==> src/verilog/sd_dat_macros.svh <==
`ifndef SD_DAT_MACROS_SVH
`define SD_DAT_MACROS_SVH

// sizing for the DAT line data path

// words held by the host write FIFO
// keep this a power of two, the FIFO pointers wrap naturally
`define SD_DAT_FIFO_DEPTH 16

// longest block the controller accepts, in 32-bit words
// 16 words is a 64 byte block
`define SD_DAT_BLOCK_WORDS_MAX 16

// width of block lengths and FIFO fill levels
// one bit more than log2 of the depth so a full FIFO can be counted
`define SD_DAT_COUNT_W 5

// a write frame on the 4-bit bus is
//   1 start cycle, 8 nibbles per word, 16 crc cycles, 1 end cycle
// a read frame uses the same layout, driven by the card
// on a write the card holds DAT0 low as busy after the end bit
// all four lines carry their own crc16, x^16+x^12+x^5+1, seed zero

`endif

==> src/verilog/sd_dat_pkg.sv <==
`include "sd_dat_macros.svh"

package sd_dat_pkg;

	typedef logic [31:0] word_t;                     // host side data word
	typedef logic [3:0] nibble_t;                    // one value on DAT[3:0]
	typedef logic [15:0] crc16_t;                    // crc of a single DAT line
	typedef logic [`SD_DAT_COUNT_W-1:0] word_count_t; // block length or fill level

	// transfer controller
	typedef enum logic [1:0] {
		st_idle,        // waiting for start
		st_fifo_check,  // write only, wait for a whole block in the FIFO
		st_trans,       // kick the line engine
		st_trans_ready  // frame in flight, wait for frame_done
	} ctrl_state_t;

	// DAT line engine
	typedef enum logic [2:0] {
		ln_idle,
		ln_start,       // write start bit, all lines low
		ln_data,        // nibbles, msn first
		ln_crc,         // 16 crc bits per line
		ln_end,         // end bit, all lines high
		ln_busy,        // write, card holds DAT0 low
		ln_wait_start   // read, wait for the card's start bit
	} line_state_t;

endpackage

==> src/verilog/sd_dat_if.sv <==
`timescale 1ns/1ns

// controller to line engine link
interface sd_dat_if import sd_dat_pkg::*; ();

	logic go;             // one cycle, starts a frame
	logic dir;            // 1 read (card to host), 0 write, held for the frame
	word_count_t words;   // block length, held for the frame
	word_t tx_word;       // oldest FIFO word, next one to send
	logic tx_take;        // line engine consumes tx_word
	word_t rx_word;       // assembled read word
	logic rx_valid;       // rx_word strobe, one cycle
	logic frame_done;     // end of frame pulse
	logic crc_bad;        // qualified by frame_done

	modport ctrl (
		output go,
		output dir,
		output words,
		output tx_word,
		input  tx_take,
		input  frame_done,
		input  crc_bad
	);

	modport line (
		input  go,
		input  dir,
		input  words,
		input  tx_word,
		output tx_take,
		output rx_word,
		output rx_valid,
		output frame_done,
		output crc_bad
	);

endinterface

==> src/verilog/sd_dat_fifo.sv <==
`timescale 1ns/1ns
`include "sd_dat_macros.svh"

// host write buffer, first word fall through
module sd_dat_fifo import sd_dat_pkg::*; (
	input  logic        clk,
	input  logic        reset,
	input  logic        push,
	input  word_t       wr_data,
	input  logic        pop,
	output word_t       rd_data,
	output word_count_t level,
	output logic        full
);

	localparam int ptr_w = $clog2(`SD_DAT_FIFO_DEPTH);

	word_t mem [`SD_DAT_FIFO_DEPTH];
	logic [ptr_w-1:0] wr_ptr;
	logic [ptr_w-1:0] rd_ptr;
	word_count_t count;
	logic wr_en;
	logic rd_en;

	assign full = (count == word_count_t'(`SD_DAT_FIFO_DEPTH));
	assign wr_en = push && !full;         // push into a full buffer is lost
	assign rd_en = pop && (count != '0);  // pop on empty does nothing

	assign rd_data = mem[rd_ptr];         // oldest word always visible
	assign level = count;

	// storage array, written on accepted pushes
	always_ff @(posedge clk) begin
		if (wr_en) begin
			mem[wr_ptr] <= wr_data;
		end
	end

	always_ff @(posedge clk) begin
		if (reset) begin
			wr_ptr <= '0;
			rd_ptr <= '0;
			count <= '0;
		end else begin
			if (wr_en) begin
				wr_ptr <= wr_ptr + 1'b1;  // wraps at the depth
			end
			if (rd_en) begin
				rd_ptr <= rd_ptr + 1'b1;
			end
			case ({wr_en, rd_en})
				2'b10: count <= count + 1'b1;
				2'b01: count <= count - 1'b1;
				default: count <= count;    // both or neither, level unchanged
			endcase
		end
	end

	// fill level seen by the controller is the same count the host sees as full
	// the controller compares it against the latched block length
	// so a write starts only when every word of the block is queued
	// and the line engine never underruns mid frame

endmodule

==> src/verilog/sd_dat_ctrl.sv <==
`timescale 1ns/1ns
`include "sd_dat_macros.svh"

// block transfer sequencer
module sd_dat_ctrl import sd_dat_pkg::*; (
	input  logic        clk,
	input  logic        reset,
	input  logic        start,
	input  logic        dir,          // 1 read, 0 write
	input  word_count_t block_words,
	input  word_count_t fifo_level,
	input  word_t       fifo_data,
	output logic        fifo_pop,
	sd_dat_if.ctrl      bus,
	output logic        busy,
	output logic        done,
	output logic        crc_error
);

	ctrl_state_t state;
	ctrl_state_t state_nxt;
	logic dir_q;
	word_count_t words_q;
	word_count_t words_in;
	logic done_q;
	logic crc_error_q;
	logic accept;
	logic finish;

	// clamp an oversized request to the largest supported block
	assign words_in = (block_words > word_count_t'(`SD_DAT_BLOCK_WORDS_MAX)) ?
		word_count_t'(`SD_DAT_BLOCK_WORDS_MAX) : block_words;

	assign accept = (state == st_idle) && start;               // start ignored while busy
	assign finish = (state == st_trans_ready) && bus.frame_done;

	always_comb begin
		state_nxt = state;
		case (state)
			st_idle: begin
				if (start) begin
					state_nxt = dir ? st_trans : st_fifo_check;  // a read has nothing to wait for
				end
			end
			st_fifo_check: begin
				if (fifo_level >= words_q) begin
					state_nxt = st_trans;                        // whole block queued
				end
			end
			st_trans: begin
				state_nxt = st_trans_ready;                     // go is out this cycle
			end
			st_trans_ready: begin
				if (bus.frame_done) begin
					state_nxt = st_idle;
				end
			end
			default: state_nxt = st_idle;
		endcase
	end

	always_ff @(posedge clk) begin
		if (reset) begin
			state <= st_idle;
			dir_q <= 1'b0;
			words_q <= '0;
			done_q <= 1'b0;
			crc_error_q <= 1'b0;
		end else begin
			state <= state_nxt;
			done_q <= finish;             // one cycle after frame_done, with busy falling
			if (accept) begin
				dir_q <= dir;               // held for the whole frame
				words_q <= words_in;
				crc_error_q <= 1'b0;        // stale error dropped at the next start
			end else if (finish) begin
				crc_error_q <= bus.crc_bad;
			end
		end
	end

	assign busy = (state != st_idle);
	assign done = done_q;
	assign crc_error = crc_error_q;

	assign bus.go = (state == st_trans);
	assign bus.dir = dir_q;
	assign bus.words = words_q;
	assign bus.tx_word = fifo_data;    // fifo is fwft, head word goes straight out
	assign fifo_pop = bus.tx_take;     // one pop per word consumed

endmodule

==> src/verilog/sd_dat_line.sv <==
`timescale 1ns/1ns

// DAT[3:0] serializer, deserializer and per line crc16
module sd_dat_line import sd_dat_pkg::*; (
	input  logic    clk,
	input  logic    reset,
	sd_dat_if.line  bus,
	input  nibble_t card_in,
	output nibble_t card_out,
	output logic    card_oe
);

	line_state_t state;
	logic [2:0] nib_cnt;         // nibble within the word
	logic [3:0] crc_cnt;         // crc bit within the tail
	word_count_t word_cnt;
	word_count_t last_word;
	word_t shift;
	word_t tx_src;
	nibble_t tx_nib;
	nibble_t data_nib;           // nibble fed to the crcs
	nibble_t crc_msb;
	crc16_t crc [4];
	logic last_nib;
	logic mismatch;              // sticky, read crc compare
	logic frame_done_q;
	logic crc_bad_q;
	logic rx_valid_q;

	// one serial step of x^16+x^12+x^5+1
	function automatic crc16_t crc16_step(crc16_t c, logic b);
		logic fb;
		fb = c[15] ^ b;
		return {c[14:0], 1'b0} ^ (fb ? 16'h1021 : 16'h0000);
	endfunction

	assign last_word = bus.words - word_count_t'(1);
	assign last_nib = (nib_cnt == 3'd7);
	assign tx_src = (nib_cnt == 3'd0) ? bus.tx_word : shift;  // fresh word on its first nibble
	assign tx_nib = tx_src[31:28];                             // msn first
	assign data_nib = bus.dir ? card_in : tx_nib;
	assign crc_msb = {crc[3][15], crc[2][15], crc[1][15], crc[0][15]};

	assign bus.tx_take = (state == ln_data) && !bus.dir && (nib_cnt == 3'd0);
	assign bus.rx_word = shift;  // full word sits here in the rx_valid cycle
	assign bus.rx_valid = rx_valid_q;
	assign bus.frame_done = frame_done_q;
	assign bus.crc_bad = crc_bad_q;

	always_comb begin
		card_oe = 1'b0;
		card_out = 4'hf;  // released lines idle high
		if (!bus.dir) begin
			case (state)
				ln_start: begin
					card_oe = 1'b1;
					card_out = 4'h0;
				end
				ln_data: begin
					card_oe = 1'b1;
					card_out = tx_nib;
				end
				ln_crc: begin
					card_oe = 1'b1;
					card_out = crc_msb;  // bit i is line i's crc
				end
				ln_end: card_oe = 1'b1;
				default: card_oe = 1'b0;
			endcase
		end
	end

	always_ff @(posedge clk) begin
		if (reset) begin
			state <= ln_idle;
			nib_cnt <= '0;
			crc_cnt <= '0;
			word_cnt <= '0;
			mismatch <= 1'b0;
			frame_done_q <= 1'b0;
			crc_bad_q <= 1'b0;
			rx_valid_q <= 1'b0;
		end else begin
			frame_done_q <= 1'b0;
			rx_valid_q <= 1'b0;
			case (state)
				ln_idle: begin
					if (bus.go) begin
						state <= bus.dir ? ln_wait_start : ln_start;
						nib_cnt <= '0;
						crc_cnt <= '0;
						word_cnt <= '0;
						mismatch <= 1'b0;
					end
				end
				ln_wait_start: if (card_in == 4'h0) state <= ln_data;  // start bit on all lines
				ln_start: state <= ln_data;
				ln_data: begin
					nib_cnt <= nib_cnt + 1'b1;
					if (last_nib) begin
						rx_valid_q <= bus.dir;
						word_cnt <= word_cnt + 1'b1;
						if (word_cnt == last_word) state <= ln_crc;
					end
				end
				ln_crc: begin
					crc_cnt <= crc_cnt + 1'b1;
					if (bus.dir && (card_in != crc_msb)) mismatch <= 1'b1;
					if (crc_cnt == 4'hf) state <= ln_end;
				end
				ln_end: begin
					if (bus.dir) begin
						state <= ln_idle;  // card's end bit seen, frame over
						frame_done_q <= 1'b1;
						crc_bad_q <= mismatch;
					end else begin
						state <= ln_busy;
					end
				end
				ln_busy: begin
					if (card_in[0]) begin  // card let go of DAT0
						state <= ln_idle;
						frame_done_q <= 1'b1;
						crc_bad_q <= 1'b0;
					end
				end
				default: state <= ln_idle;
			endcase
		end
	end

	// shift register and the per line crcs that restart at go
	always_ff @(posedge clk) begin
		case (state)
			ln_idle: begin
				if (bus.go) begin
					for (int i = 0; i < 4; i++) crc[i] <= '0;
				end
			end
			ln_data: begin
				shift <= bus.dir ? {shift[27:0], card_in} : {tx_src[27:0], 4'h0};
				for (int i = 0; i < 4; i++) crc[i] <= crc16_step(crc[i], data_nib[i]);
			end
			ln_crc: begin
				for (int i = 0; i < 4; i++) crc[i] <= {crc[i][14:0], 1'b0};  // msb out first
			end
			default: shift <= shift;
		endcase
	end

endmodule

==> src/verilog/sd_dat_top.sv <==
`timescale 1ns/1ns

// SD host DAT line data path
module sd_dat_top import sd_dat_pkg::*; (
	input  logic        clk,
	input  logic        reset,
	input  word_t       buffer_in,
	input  logic        buffer_wr,
	output logic        fifo_full,
	output word_t       buffer_out,
	output logic        buffer_valid,
	input  logic        start,
	input  logic        dir,         // 1 read, 0 write
	input  word_count_t block_words,
	output logic        busy,
	output logic        done,
	output logic        crc_error,
	input  nibble_t     card_in,
	output nibble_t     card_out,
	output logic        card_oe
);

	logic fifo_pop;
	word_t fifo_data;
	word_count_t fifo_level;

	sd_dat_if bus ();

	sd_dat_fifo u_fifo (
		.clk     (clk),
		.reset   (reset),
		.push    (buffer_wr),
		.wr_data (buffer_in),
		.pop     (fifo_pop),
		.rd_data (fifo_data),
		.level   (fifo_level),
		.full    (fifo_full)
	);

	sd_dat_ctrl u_ctrl (
		.clk         (clk),
		.reset       (reset),
		.start       (start),
		.dir         (dir),
		.block_words (block_words),
		.fifo_level  (fifo_level),
		.fifo_data   (fifo_data),
		.fifo_pop    (fifo_pop),
		.bus         (bus.ctrl),
		.busy        (busy),
		.done        (done),
		.crc_error   (crc_error)
	);

	sd_dat_line u_line (
		.clk      (clk),
		.reset    (reset),
		.bus      (bus.line),
		.card_in  (card_in),
		.card_out (card_out),
		.card_oe  (card_oe)
	);

	assign buffer_out = bus.rx_word;     // read words, no back-pressure
	assign buffer_valid = bus.rx_valid;

endmodule

==> config.mk <==
export PLATFORM = sky130hd
export DESIGN_NAME = sd_dat_top
export DESIGN_NICKNAME = d
export VERILOG_FILES = /design/src/verilog/sd_dat_pkg.sv /design/src/verilog/sd_dat_if.sv /design/src/verilog/sd_dat_fifo.sv /design/src/verilog/sd_dat_ctrl.sv /design/src/verilog/sd_dat_line.sv /design/src/verilog/sd_dat_top.sv
export VERILOG_INCLUDE_DIRS = /design/src /design/src/verilog
export SDC_FILE = /design/constraint.sdc
export NUM_CORES = 1
export LEC_CHECK = 0
export ABC_CLOCK_PERIOD_IN_PS = 5400
export BUFFER_PORTS_ARGS = -buffer_cell sky130_fd_sc_hd__buf_2
export CORE_MARGIN = 2
export CORE_UTILIZATION = 61
export DETAILED_ROUTE_END_ITERATION = 7
export GPL_TIMING_DRIVEN = 0
export PLACE_DENSITY = 0.84
export SYNTH_ARGS = -nofsm -noshare
export SYNTH_HDL_FRONTEND = slang
export SYNTH_SLANG_ARGS = --single-unit
==> constraint.sdc <==
create_clock -name clk -period 5.4 [get_ports clk]
set_input_delay 0.81 -clock clk [delete_from_list [all_inputs] [get_ports clk]]
set_output_delay 0.81 -clock clk [all_outputs]
set_load 0.05 [all_outputs]
==> impl_results.md <==
* Crit path launch type: flop
* Mapped Cells at 1326
* Worst Clk Skew at about 24 ps
* Placed insts at a little under 2k
* Sw frac at about a quarter
* R2r worst-path depth at 8
* Pin count of the biggest net entering global routing at a little over 40
* Pre-CTS WS at about 1700 ps
* Ys Warns at 0
* Fin Hold WS at around 450 ps
* Register area share after synthesis at between 70 and 80%
* Num CTS Buffers at 61
* Final setup viols at 0
* Crit-path leading delay family: buffers and inverters
* Internal power at around 9 mW
* Detailed Route Iter0 Violations at between 1.5k and 2k
* Worst Tran Pin Value at 1419 ps
* Clock-pin transition on the worst setup and hold timing paths at around 60 ps
* Grt ovf at 0
* Hold Fails Final Rpt at 0
* CTS tree: yes
* Total Die Area at ~0.044 sq mm
* # IOs at between 80 and 90
* Post-route insts no fill at between 2k and 2.5k
* Initial antenna violation count at 4
* Part of the cycle the worst path needs at 75.33%
* Critical Path Max Stage Delay at about 390 ps
* Peak VDD IR at ~0.34 mV
* Area contributors post-synth: edfxtp_1 70%, mux4_2 13%, dfxtp_1 3.7%, mux2_2 1.5%, and2_1 1.4%
* Element type at the critical path end: output port
* Post-layout util at a little over two thirds
* Max Cap Violations at 0
* Hold-fix buffers at CTS at 0
* TNS Setup at 0 ps
* Die width at 210.1 um
* Final WS setup at 1332 ps
* DRC violations left at 0
* #FFs+latches synth at between 600 and 700
* HPWL Detailed at between 30 and 40 mm
* Synthesized area at around 0.026 sq mm
* Post-Layout Inst Area at ~0.03 sq mm
* Area growth syn-to-layout at 14.16%
* R2r setup slk at around 1600 ps
* Pleak at between 9 and 10 nW
* Die H at about 210 um
* Top FF cell, synth: edfxtp_1
* CP Cell Sequence: buf_6, buf_6, buf_4, buf_4, mux2_2, o22ai_1, o21bai_1, a32oi_1, buf_2
* Commonest non-fill, non-tap cells in the layout: 606 x edfxtp_1, 151 x mux4_2, 95 x buf_2
* Clock share of power at 35.1%
* Fin nets at ~1.6k
* Critical R2R Launch: u_fifo.level[2]
* Outcome: complete, no violations
* Share of the synthesized area in the top cell type at 70.25%
* Port bufs at 87
* Logic gate share of total power at between 10 and 15%
* Hold path endpoint: u_ctrl.crc_error
* Switching pwr at roughly 3.3 mW
* Period minus WS final at between 4000 and 5000 ps
* Core area at roughly 0.042 sq mm
* Global-route wire length before repair at around 95 mm
* WL per Instance at 31.17 um
* Antenna diodes at 0
* Root Driver: clkbuf_16
* Commonest non-fill, non-tap cell in the layout: edfxtp_1
* Hold Path Cell Cnt at 2
* Cell Rows at 75
* Routed WL at 65.34 mm
* Filler cells at about 2.4k
* Slew Limit Headroom at under 10%
* Sequential power share at 50.3%
* Overall routing resource usage at 30.37%
* Syn avg cell area at slightly below 20 sq um
* CP arrival at roughly 3300 ps
* Tightest Hold Check Type: input pin to flop
* PostCTS Resize Cnt at 0
* Final ANT Viol Nets at 0
* Total clock sinks at 654
* CTS H-tree depth at 2
* R2R Path End: u_fifo.mem[3][14]
* Crit path buf inv count at 5
* Share of layout cells above drive strength 1 at between 20% and 30%
* RSZ-0062 raised after global routing: no
* Setup Fix Bufs, Post-CTS at 0
* Post-synthesis async set-or-reset flop share at 0%
* Crit Path Max Fanout at 10
* Vias in the first global route at about 14k
* PnR Total Power at between 10 and 15 mW
* Initial Util at slightly above 60%
* Synthesized net count at ~1.4k
* Most area-hungry cell type in the Yosys netlist: edfxtp_1
* Detail-routed via count per cell at roughly 6.8
* Slowest cell on the critical path: mux2_2
* First-pass DRT Iterations at 5
* Clock Path Buffers at 3
* Fmax at approximately 250 MHz
* Post-synth EDFFs at between 600 and 700
* Worst Path Required at between 4000 and 5000 ps
* Hold path start: start
* Area post-placement at about 0.028 sq mm
* CP Class: flop to output port
* Detailed-route via count at 14.17k
* Unique masters post-synth at between 50 and 60
* Worst skew pair latency at about 640 ps
* Fin. max-slew vios at 0
* RePlAce Congestion at between 0.9 and 1
* PD cells at between 400 and 500 mW/mm^2
==> how the worst max path moves through the flow <==
| stage | start | end | cells past startpoint |
|---|---|---|---|
| 3_5_place_dp | buffer_wr | u_fifo.mem[3][12] | 8 |
| 6_report | flop | card_out[0] | 9 |
| 5_1_grt | u_line.nib_cnt[0] | card_out[1] | 9 |
| 3_3_place_gp | buffer_wr | u_fifo.mem[3][15] | 5 |
| 4_1_cts | flop | card_out[0] | 9 |
| 2_1_floorplan | buffer_wr | u_fifo.mem[3][0] | 4 |
==> cells by family after synthesis <==
family	synth area share, %
adder cells (fa/ha/maj)	1.111
AND/OR/NAND/NOR	4.724
AO/OA/AOI/OAI	2.145
multiplexers	15.49
buffers and inverters	1.560
flip-flops	73.96
XOR/XNOR	1.014
==> power by group through the flow <==
stage | Combinational [mW] | Sequential, mW | Clock, mW
floorplan | 1.11 | 6.35 | 0
global placement | 1.67 | 6.27 | 0
detailed placement | 1.76 | 6.27 | 0
CTS | 1.79 | 6.17 | 4.33
global route | 1.93 | 6.20 | 4.49
finish | 1.80 | 6.18 | 4.31
==> worst register-to-register path, stage by stage, from the launching register on <==
cell      delay [ps]
dfxtp_1          350
clkbuf_1         330
nor4_1           130
a21oi_1          760
nand2_1          510
nor3_2           840
buf_6            270
buf_6            170
buf_6            160
==> synth_stat cells (all sizes together) (5+ instances only) <==
master	instances
buf	30
and2	57
xor2	15
edfxtp	606
dfxtp	48
mux4	157
mux2i	6
nor2	64
o21ai	15
nor3b	5
nand3	8
inv	30
nand2	40
a21oi	31
or3	7
mux2	35
xnor2	15
nand2b	11
nand4	10
ha	23
nor3	21
clkbuf	35
==> area by class of cell <==
| cell class | count | area (sq um) | area share, % |
|---|---|---|---|
| clock buffer | 83 | 1690 | 5.716 |
| sequential | 654 | 19160 | 64.78 |
| tap | 539 | 674.4 | 2.280 |
| clock inverter | 31 | 295.3 | 0.9985 |
| buffer | 65 | 287.8 | 0.9731 |
| inverter | 31 | 117.6 | 0.3977 |
| multi-input combinational | 576 | 6452 | 21.82 |
| timing repair buffer | 117 | 897.1 | 3.034 |
==> sequential cells by signal, summed over array words and instances, names as in the netlist, named ones only <==
signal,count
u_line.bus.crc_bad,1
u_ctrl.bus.words,5
u_line.bus.rx_valid,1
u_ctrl.crc_error,1
u_line.state,3
u_fifo.level,5
u_line.bus.frame_done,1
u_line.crc_cnt,4
u_ctrl.bus.dir,1
u_ctrl.state,2
u_fifo.wr_ptr,4
u_line.nib_cnt,3
u_fifo.rd_ptr,4
u_ctrl.done,1
u_line.word_cnt,5
u_line.bus.rx_word,32
u_line.mismatch,1
u_line.crc,64
u_fifo.mem,512
==> per-layer routing <==
metal	vias up	wire, um	track usage (%)
met5	-	51	0
met4	8	2778	12.77
met3	214	6885	6.004
met2	1055	32590	50.21
met1	7191	23030	40.19
li1	5702	-	-
No activity file was read; power rests on OpenSTA's default activity.
